## config.mk

```make
export PLATFORM = sky130hd
export DESIGN_NAME = spi_slave_top
export DESIGN_NICKNAME = d
export VERILOG_FILES = /design/src/logic/spi_slave_pkg.sv /design/src/logic/spi_char_if.sv /design/src/logic/spi_apb_regs.sv /design/src/logic/spi_bit_counter.sv /design/src/logic/spi_char_fsm.sv /design/src/logic/spi_pin_shifter.sv /design/src/logic/spi_slave_top.sv
export VERILOG_INCLUDE_DIRS = /design/src /design/src/include
export SDC_FILE = /design/constraint.sdc
export NUM_CORES = 1
export LEC_CHECK = 0
export BUFFER_PORTS_ARGS = -buffer_cell sky130_fd_sc_hd__buf_4
export CAP_MARGIN = 20
export CORE_MARGIN = 3
export CORE_UTILIZATION = 40
export DETAILED_ROUTE_END_ITERATION = 8
export HOLD_SLACK_MARGIN = 0.03
export PLACE_DENSITY = 0.7
export SLEW_MARGIN = 20
export SYNTH_ARGS = -nofsm -noshare
export SYNTH_HDL_FRONTEND = slang
export SYNTH_SLANG_ARGS = --single-unit
```

## constraint.sdc

```tcl
create_clock -name S_REV -period 2.86 [get_ports S_REV]
set_input_delay 0.572 -clock S_REV [delete_from_list [all_inputs] [get_ports S_REV]]
set_output_delay 0.572 -clock S_REV [all_outputs]
set_load 0.01 [all_outputs]
```

## src/include/spi_slave_settings.svh

```systemverilog
`ifndef SPI_SLAVE_SETTINGS_SVH
`define SPI_SLAVE_SETTINGS_SVH

// APB side
`define SPI_DATA_W      32

// widest character in bits
`define SPI_CHAR_MAX    16

// flops on each SPI pin before use
`define SPI_SYNC_STAGES 2

// byte addresses on the 4-bit APB address
`define SPI_ADDR_CTRL   4'h0
`define SPI_ADDR_STATUS 4'h4
`define SPI_ADDR_TXDATA 4'h8
`define SPI_ADDR_RXDATA 4'hC

`endif

```

## src/logic/spi_slave_pkg.sv

```systemverilog
`include "spi_slave_settings.svh"

package spi_slave_pkg;

    typedef logic [`SPI_CHAR_MAX-1:0] spi_char_t;  // right aligned

    typedef logic [3:0] spi_len_t;  // length minus one

    typedef logic [3:0] spi_addr_t;

    // CTRL[7:0] layout
    typedef struct packed {
        logic     enable;     // bit 7
        logic     cpol;
        logic     cpha;
        logic     lsb_first;
        spi_len_t char_len;   // bits 3:0
    } spi_mode_t;

    typedef enum logic [1:0] {
        IDLE = 2'd0,
        LOAD = 2'd1,
        XFER = 2'd2,
        DONE = 2'd3
    } spi_state_t;

endpackage

```

## src/logic/spi_char_if.sv

```systemverilog
interface spi_char_if import spi_slave_pkg::*; ();

    logic      sck_lead;   // sck left its idle level
    logic      sck_trail;  // sck back to idle level
    logic      cs_active;
    logic      sample;
    logic      shift;
    logic      load;
    logic      last_bit;
    spi_char_t rx_char;

    modport pins (
        output sck_lead, sck_trail, cs_active, rx_char,
        input  sample, shift, load
    );

    modport ctl (
        input  sck_lead, sck_trail, cs_active, last_bit,
        output sample, shift, load
    );

    modport cnt (
        input  sample, load,
        output last_bit
    );

endinterface

```

## src/logic/spi_apb_regs.sv

```systemverilog
`include "spi_slave_settings.svh"

module spi_apb_regs import spi_slave_pkg::*; (
    input  logic                   S_REV,
    input  logic                   S_RESETN,
    input  spi_addr_t              paddr,
    input  logic                   psel,
    input  logic                   penable,
    input  logic                   pwrite,
    input  logic [`SPI_DATA_W-1:0] pwdata,
    output logic [`SPI_DATA_W-1:0] prdata,
    output logic                   pready,
    output logic                   pslverr,
    output logic                   irq,
    output spi_mode_t              mode,
    output spi_char_t              tx_char,
    input  spi_char_t              rx_char,
    input  logic                   char_done,
    input  logic                   tx_taken
);

    localparam int MODE_W = $bits(spi_mode_t);

    logic      access;
    logic      addr_hit;
    logic      wr_en;
    logic      rd_en;
    spi_char_t tx_data;
    spi_char_t rx_data;
    logic      rx_valid;
    logic      tx_empty;
    logic      overrun;

    assign access   = psel && penable;
    assign addr_hit = paddr inside {`SPI_ADDR_CTRL, `SPI_ADDR_STATUS,
                                    `SPI_ADDR_TXDATA, `SPI_ADDR_RXDATA};
    assign wr_en    = access && pwrite && addr_hit;
    assign rd_en    = access && !pwrite && addr_hit;

    assign pready  = 1'b1;  // zero wait states
    assign pslverr = access && !addr_hit;
    assign irq     = rx_valid;
    assign tx_char = tx_empty ? '1 : tx_data;  // empty buffer sends ones

    always_ff @(posedge S_REV or negedge S_RESETN) begin
        if (!S_RESETN) begin
            mode     <= '0;
            rx_valid <= 1'b0;
            tx_empty <= 1'b1;
            overrun  <= 1'b0;
        end else begin
            if (wr_en && paddr == `SPI_ADDR_CTRL) begin
                mode <= spi_mode_t'(pwdata[MODE_W-1:0]);
            end
            if (wr_en && paddr == `SPI_ADDR_STATUS && pwdata[2]) begin
                overrun <= 1'b0;  // write one to clear
            end
            if (rd_en && paddr == `SPI_ADDR_RXDATA) begin
                rx_valid <= 1'b0;
            end
            // a completing character wins over the read and the clear
            if (char_done) begin
                rx_valid <= 1'b1;
                if (rx_valid) begin
                    overrun <= 1'b1;
                end
            end
            if (tx_taken) begin
                tx_empty <= 1'b1;
            end
            if (wr_en && paddr == `SPI_ADDR_TXDATA) begin
                tx_empty <= 1'b0;
            end
        end
    end

    always_ff @(posedge S_REV) begin
        if (wr_en && paddr == `SPI_ADDR_TXDATA) begin
            tx_data <= pwdata[`SPI_CHAR_MAX-1:0];
        end
        if (char_done) begin
            rx_data <= rx_char;
        end
    end

    // STATUS is {overrun, tx_empty, rx_valid}, TXDATA reads as zero
    always_comb begin
        prdata = '0;
        case (paddr)
            `SPI_ADDR_CTRL: begin
                prdata[MODE_W-1:0] = mode;
            end
            `SPI_ADDR_STATUS: begin
                prdata[2:0] = {overrun, tx_empty, rx_valid};
            end
            `SPI_ADDR_RXDATA: begin
                prdata[`SPI_CHAR_MAX-1:0] = rx_data;
            end
            default: begin
                prdata = '0;
            end
        endcase
    end

endmodule

```

## src/logic/spi_bit_counter.sv

```systemverilog
module spi_bit_counter import spi_slave_pkg::*; (
    input  logic      S_REV,
    input  logic      S_RESETN,
    input  spi_mode_t mode,
    spi_char_if.cnt   bus
);

    spi_len_t bit_cnt;  // bits sampled so far

    always_ff @(posedge S_REV or negedge S_RESETN) begin
        if (!S_RESETN) begin
            bit_cnt <= '0;
        end else if (bus.load) begin
            bit_cnt <= '0;
        end else if (bus.sample) begin
            bit_cnt <= bit_cnt + 1'b1;
        end
    end

    // high while the next sample is the final one
    assign bus.last_bit = (bit_cnt == mode.char_len);

endmodule

```

## src/logic/spi_char_fsm.sv

```systemverilog
module spi_char_fsm import spi_slave_pkg::*; (
    input  logic       S_REV,
    input  logic       S_RESETN,
    input  spi_mode_t  mode,
    spi_char_if.ctl    bus,
    output logic       char_done,
    output logic       tx_taken,
    output spi_state_t state
);

    spi_state_t state_nxt;
    logic       active;
    logic       sample_edge;
    logic       shift_edge;
    logic       sampled;   // a bit was already taken in this character

    assign active      = mode.enable && bus.cs_active;
    assign sample_edge = mode.cpha ? bus.sck_trail : bus.sck_lead;
    assign shift_edge  = mode.cpha ? bus.sck_lead : bus.sck_trail;

    assign bus.load   = (state == LOAD);
    assign bus.sample = (state == XFER) && sample_edge;
    // no shift before the first sample, keeps bit 0 on miso
    assign bus.shift  = (state == XFER) && shift_edge && sampled;
    assign tx_taken   = (state == LOAD);
    assign char_done  = (state == DONE);

    always_comb begin
        state_nxt = state;
        case (state)
            IDLE: begin
                if (active) begin
                    state_nxt = LOAD;
                end
            end
            LOAD: begin
                state_nxt = active ? XFER : IDLE;
            end
            XFER: begin
                if (!active) begin
                    state_nxt = IDLE;  // aborted, no char_done
                end else if (bus.sample && bus.last_bit) begin
                    state_nxt = DONE;
                end
            end
            DONE: begin
                state_nxt = active ? LOAD : IDLE;  // back to back under cs
            end
            default: begin
                state_nxt = IDLE;
            end
        endcase
    end

    always_ff @(posedge S_REV or negedge S_RESETN) begin
        if (!S_RESETN) begin
            state   <= IDLE;
            sampled <= 1'b0;
        end else begin
            state <= state_nxt;
            if (bus.load) begin
                sampled <= 1'b0;
            end else if (bus.sample) begin
                sampled <= 1'b1;
            end
        end
    end

endmodule

```

## src/logic/spi_pin_shifter.sv

```systemverilog
`include "spi_slave_settings.svh"

module spi_pin_shifter import spi_slave_pkg::*; (
    input  logic      S_REV,
    input  logic      S_RESETN,
    input  logic      spi_sck,
    input  logic      spi_cs_n,
    input  logic      spi_mosi,
    output logic      spi_miso,
    input  spi_mode_t mode,
    input  spi_char_t tx_char,
    spi_char_if.pins  bus
);

    logic [`SPI_SYNC_STAGES-1:0] sck_sync;
    logic [`SPI_SYNC_STAGES-1:0] cs_sync;
    logic [`SPI_SYNC_STAGES-1:0] mosi_sync;
    logic                        sck_s;
    logic                        sck_q;   // edge register
    logic                        mosi_s;
    spi_char_t                   tx_sr;
    spi_char_t                   rx_sr;
    spi_char_t                   len_mask;

    // reverse the low len+1 bits, clear the rest
    function automatic spi_char_t flip(spi_char_t value, spi_len_t len);
        spi_char_t res;
        res = '0;
        for (int i = 0; i < `SPI_CHAR_MAX; i++) begin
            if (i <= len) begin
                res[i] = value[len - i];
            end
        end
        return res;
    endfunction

    assign sck_s         = sck_sync[`SPI_SYNC_STAGES-1];
    assign mosi_s        = mosi_sync[`SPI_SYNC_STAGES-1];
    assign bus.cs_active = ~cs_sync[`SPI_SYNC_STAGES-1];

    always_ff @(posedge S_REV or negedge S_RESETN) begin
        if (!S_RESETN) begin
            sck_sync      <= '0;
            cs_sync       <= '1;
            mosi_sync     <= '0;
            sck_q         <= 1'b0;
            bus.sck_lead  <= 1'b0;
            bus.sck_trail <= 1'b0;
        end else begin
            sck_sync      <= {sck_sync[`SPI_SYNC_STAGES-2:0], spi_sck};
            cs_sync       <= {cs_sync[`SPI_SYNC_STAGES-2:0], spi_cs_n};
            mosi_sync     <= {mosi_sync[`SPI_SYNC_STAGES-2:0], spi_mosi};
            sck_q         <= sck_s;
            bus.sck_lead  <= (sck_s != sck_q) && (sck_s != mode.cpol);
            bus.sck_trail <= (sck_s != sck_q) && (sck_s == mode.cpol);
        end
    end

    // always shifts left, miso taken from bit char_len
    always_ff @(posedge S_REV or negedge S_RESETN) begin
        if (!S_RESETN) begin
            tx_sr <= '1;
        end else if (bus.load) begin
            tx_sr <= mode.lsb_first ? flip(tx_char, mode.char_len) : tx_char;
        end else if (bus.shift) begin
            tx_sr <= {tx_sr[`SPI_CHAR_MAX-2:0], 1'b1};  // fill with idle ones
        end
    end

    always_ff @(posedge S_REV) begin
        if (bus.load) begin
            rx_sr <= '0;
        end else if (bus.sample) begin
            rx_sr <= {rx_sr[`SPI_CHAR_MAX-2:0], mosi_s};
        end
    end

    always_comb begin
        for (int i = 0; i < `SPI_CHAR_MAX; i++) begin
            len_mask[i] = (i <= mode.char_len);
        end
    end

    // first received bit sits at char_len
    assign bus.rx_char = mode.lsb_first ? flip(rx_sr, mode.char_len) : (rx_sr & len_mask);

    assign spi_miso = (bus.cs_active && mode.enable) ? tx_sr[mode.char_len] : 1'b1;

endmodule

```

## src/logic/spi_slave_top.sv

```systemverilog
`include "spi_slave_settings.svh"

module spi_slave_top import spi_slave_pkg::*; (
    input  logic                   S_REV,
    input  logic                   S_RESETN,
    // APB
    input  spi_addr_t              paddr,
    input  logic                   psel,
    input  logic                   penable,
    input  logic                   pwrite,
    input  logic [`SPI_DATA_W-1:0] pwdata,
    output logic [`SPI_DATA_W-1:0] prdata,
    output logic                   pready,
    output logic                   pslverr,
    output logic                   irq,
    // SPI
    input  logic                   spi_sck,
    input  logic                   spi_cs_n,
    input  logic                   spi_mosi,
    output logic                   spi_miso
);

    spi_mode_t mode;
    spi_char_t tx_char;
    logic      char_done;
    logic      tx_taken;

    spi_char_if i_char_if ();

    spi_pin_shifter i_pin_shifter (
        .S_REV    (S_REV),
        .S_RESETN (S_RESETN),
        .spi_sck  (spi_sck),
        .spi_cs_n (spi_cs_n),
        .spi_mosi (spi_mosi),
        .spi_miso (spi_miso),
        .mode     (mode),
        .tx_char  (tx_char),
        .bus      (i_char_if.pins)
    );

    spi_bit_counter i_bit_counter (
        .S_REV    (S_REV),
        .S_RESETN (S_RESETN),
        .mode     (mode),
        .bus      (i_char_if.cnt)
    );

    spi_char_fsm i_char_fsm (
        .S_REV     (S_REV),
        .S_RESETN  (S_RESETN),
        .mode      (mode),
        .bus       (i_char_if.ctl),
        .char_done (char_done),
        .tx_taken  (tx_taken),
        .state     ()           // observed by the bound checks
    );

    spi_apb_regs i_apb_regs (
        .S_REV     (S_REV),
        .S_RESETN  (S_RESETN),
        .paddr     (paddr),
        .psel      (psel),
        .penable   (penable),
        .pwrite    (pwrite),
        .pwdata    (pwdata),
        .prdata    (prdata),
        .pready    (pready),
        .pslverr   (pslverr),
        .irq       (irq),
        .mode      (mode),
        .tx_char   (tx_char),
        .rx_char   (i_char_if.rx_char),
        .char_done (char_done),
        .tx_taken  (tx_taken)
    );

endmodule

```

==> flow_summary.yaml <==
place:
  gp_congestion: 0.946
  place_area_sq_um: 7150
  portBuffers: 46
  dp_hpwl_um: 13600
  placed_cells: 885
layout:
  stdcell_count: 909
  antennaDiodeCount: 0
  area_growth_pct: 16.0
  final_nets: 750
  stdcell_area_sq_um: 7580
  layout-drive-gt1-share_pct: 28.0
  fillCellCount: 1470
grt:
  grt_pass1_vias: 5121
  antenna_found_initial: 0
  grt_max_degree: 44
  grt-ovfl-total: 0
  track_usage_pct: 20.5
  grt_pass1_wl_um: 28600
sta:
  hold_viol: 0
  fin_skew_ns: 0.0105
  setup_viol: 0
  min_period_over_period_pct: 98.5
  slew_viol_final: 0
  rsz0062_at_grt: "true"
  fmax_ghz: 0.355
  hold_slack_ns: 0.216
  period_minus_slack_ns: 2.82
  worstMarginPinSlew_ns: 1.03
  slew_headroom_pct: 31.4
routing:
  wl_per_cell_um: 20.1
  top_layer: "met4"
  drtPass1Iterations: 4
  num_vias: 5205
  met1_length_um: 8030
  postRouteAntennaNets: 0
  drt_wl_total_um: 18300
  drc: 0
  wl_met3_um: 1250
  dr_wl_met2_um: 8570
  viasPerCell: 5.73
  drtIter0Drc: 598
power_and_ir_drop:
  p_int_uw: 3460
  power.total_uw: 5170
  p_sw_share_pct: 33.1
  power_frac_comb_pct: 40.1
  seq_power_share_pct: 33.8
  leakage_uw: 0.00304
  netSwitchingPower_uw: 1710
  clock_power_share_pct: 26.1
  ir_drop_mv: 0.496
  power_density_nw_per_um2: 682
cts:
  cts.sinks: 91
  cts_root_buf: "clkbuf_16"
  insertion_delay_ns: 0.35
  cts_tree: "done"
  cts-hold-fix-buffers: 0
  clk_pin_slew_ns: 0.06
  ctsLongestPathBuffers: 2
  cts_made_buffers: 9
  htreeDepth: 3
yosys:
  async_reset_ff_share_pct: 47.3
  synth_edf_count: 32
  yosysSeqAreaShare_pct: 36.4
  synthFlopType: "edfxtp_1"
  syn_area_sq_um: 6530
  yosys_warnings: 0
  ys_seq_elements: 91
  synth.area.top_cells: "edfxtp_1 (15%), mux2i_1 (11%), dfrtp_1 (9.2%)"
  synth_cells: 634
  synth_cell_types: 57
  synth_top_area_cell: "edfxtp_1"
  synth_top_area_share_pct: 14.7
  synth.avg_cell_area_sq_um: 10.3
worst_setup_path:
  path_common_cell: "mux4_2"
  cp.depth: 4
  cp-start-kind: "flop"
  crit_fanout: 6
  max_stage_delay_ns: 0.54
  required_ns: 2.29
  cp-end-kind: "primary output"
  r2r_cells: 8
  worstSetupPathType: "reg2out"
  cp_slowest_cell: "mux4_2"
  crit_chain: "mux4_2 -> mux4_2 -> or2_4 -> buf_6"
  cp_top_family: "multiplexers"
  critical_path_buf_inv_count: 1
  crit_arrival_ns: 2.24
floorplanning:
  num_rows: 46
  ios: 80
  die_y_um: 134
  fp.dieW_um: 134
  start_util_pct: 41.0
  die_area_sq_um: 17900
  core_area_sq_um: 15900
run_status:
  status: "finished, final reports clean"
run:
  drv_cap: 0
worst_hold_path:
  min-delay-path-class: "in2async"
[metrics by stage]
step,utilization [%],setup WS [ns],setup TNS (ns)
2_1_floorplan,-,0.298,0
3_3_place_gp,44.8,0.250,0
3_5_place_dp,44.8,0.196,0
4_1_cts,47.3,0.0323,0
5_1_grt,47.5,-0.00866,-0.00866
6_report,47.5,0.0440,0
[synth_stat cells, types with 2 or more instances]
library cell  number
a211oi_1          11
dfstp_2           19
o311ai_1           6
nor3_1            11
buf_6              3
nor2_1            48
buf_1              7
and3_1             3
edfxtp_1          32
nand3b_1           2
nor4_1             4
buf_4             19
buf_2              7
o211ai_1           2
ha_1              18
nor2b_1            7
clkbuf_1          21
and2_1            16
a21oi_1           30
inv_1              7
clkbuf_8           4
a22oi_1           21
dfxtp_1           16
a221o_1            4
a31oi_1            2
mux2_2            26
o21ai_0           13
nand3_1           21
nand2_1           72
dfrtp_1           24
nand2b_1           5
conb_1             2
a211o_1            2
a211oi_2           5
mux2i_1           73
mux4_2            26
xnor2_1            4
and2_2             3
a311o_1            4
o221ai_1           8
a221oi_1           3
xor2_1             6
o21a_1             2
xor2_2             2
[metal layers]
| metal | GRT usage (%) | up-vias |
|---|---|---|
| met5 | 0 | - |
| met2 | 33.0 | 205 |
| li1 | - | 2427 |
| met3 | 4.09 | 33 |
| met1 | 27.8 | 2540 |
| met4 | 7.20 | 0 |
[final timing paths]
kind,startpoint,endpoint,slack (ns)
setup / recovery,i_apb_regs.mode[0],spi_miso,0.04
hold / removal,S_RESETN,i_pin_shifter.sck_sync[0],0.22
setup reg to reg,i_apb_regs.mode[1],i_pin_shifter.tx_sr[1],0.13
hold reg to reg,i_pin_shifter.mosi_sync[0],i_pin_shifter.mosi_sync[1],0.35
max in group asynchronous,S_RESETN,i_apb_regs.mode[0],2.21
min in group S_REV,spi_sck,i_pin_shifter.sck_sync[0],0.32
[power by group through the flow]
| stage | Combinational [uW] | Sequential, uW | Clock (uW) |
|---|---|---|---|
| 2_1_floorplan | 1490 | 1690 | 0 |
| 3_3_place_gp | 1940 | 1760 | 0 |
| 3_5_place_dp | 1980 | 1770 | 0 |
| 4_1_cts | 2030 | 1740 | 1370 |
| 5_1_grt | 2210 | 1760 | 1420 |
| 6_report | 2070 | 1750 | 1350 |
[cell type report]
type	count	area [sq um]	share of cell area, %
sequential	91	2380	31.5
multi-input combinational	488	3830	50.6
timing repair buffer	89	726	9.58
clock buffer	10	229	3.02
tap	216	270	3.57
inverter	9	33.8	0.446
clock inverter	6	104	1.37
[sequential cells by signal, summed over array words and instances, names as in the netlist]
name                         cells
i_char_fsm.sampled               1
i_pin_shifter.sck_sync           2
i_apb_regs.tx_data              16
i_char_fsm.state                 2
i_apb_regs.mode                  8
i_apb_regs.rx_data              16
i_pin_shifter.tx_sr             16
i_bit_counter.bit_cnt            4
i_apb_regs.irq                   1
i_pin_shifter.cs_sync            2
i_pin_shifter.bus.sck_lead       1
i_apb_regs.tx_empty              1
i_pin_shifter.sck_q              1
i_pin_shifter.rx_sr             16
i_pin_shifter.mosi_sync          2
i_apb_regs.overrun               1
i_pin_shifter.bus.sck_trail      1
[logic make-up after synthesis]
logic type / count (synthesis) / share of synthesized area (%)
xor gates and xnor gates: 13 / 2.09
muxes: 126 / 25.0
DFF: 91 / 36.4
adders and majority gates: 18 / 3.45
and+or+nand+nor: 196 / 13.7
other: 2 / 0.115
buffers and inverters: 70 / 6.20
AOI/OAI and AO/OA: 118 / 13.0
[cell usage in the layout (no fill, tap or decap), types with 7 or more instances in the layout]
master,netlist,routed
a211oi_1,11,11
a21oi_1,30,30
a22oi_1,21,21
and2_1,16,16
buf_4,19,84
clkbuf_16,0,9
conb_1,2,17
dfrtp_1,24,22
dfstp_2,19,19
dfxtp_1,16,16
edfxtp_1,32,32
ha_1,18,18
inv_1,7,7
mux2_2,26,26
mux2i_1,73,73
mux4_2,26,26
nand2_1,72,72
nand3_1,21,21
nor2_1,48,48
nor3_1,11,11
o21ai_0,13,13
o221ai_1,8,8
[timing repair]
action                                  in CTS  in global routing
pin swaps                                    0                  1
endpoints found under the setup margin       1                  4
setup buffers                                3                  4
gates cloned                                 1                  0
resized for setup                            1                  3
No activity file was read; power rests on OpenSTA's default activity.
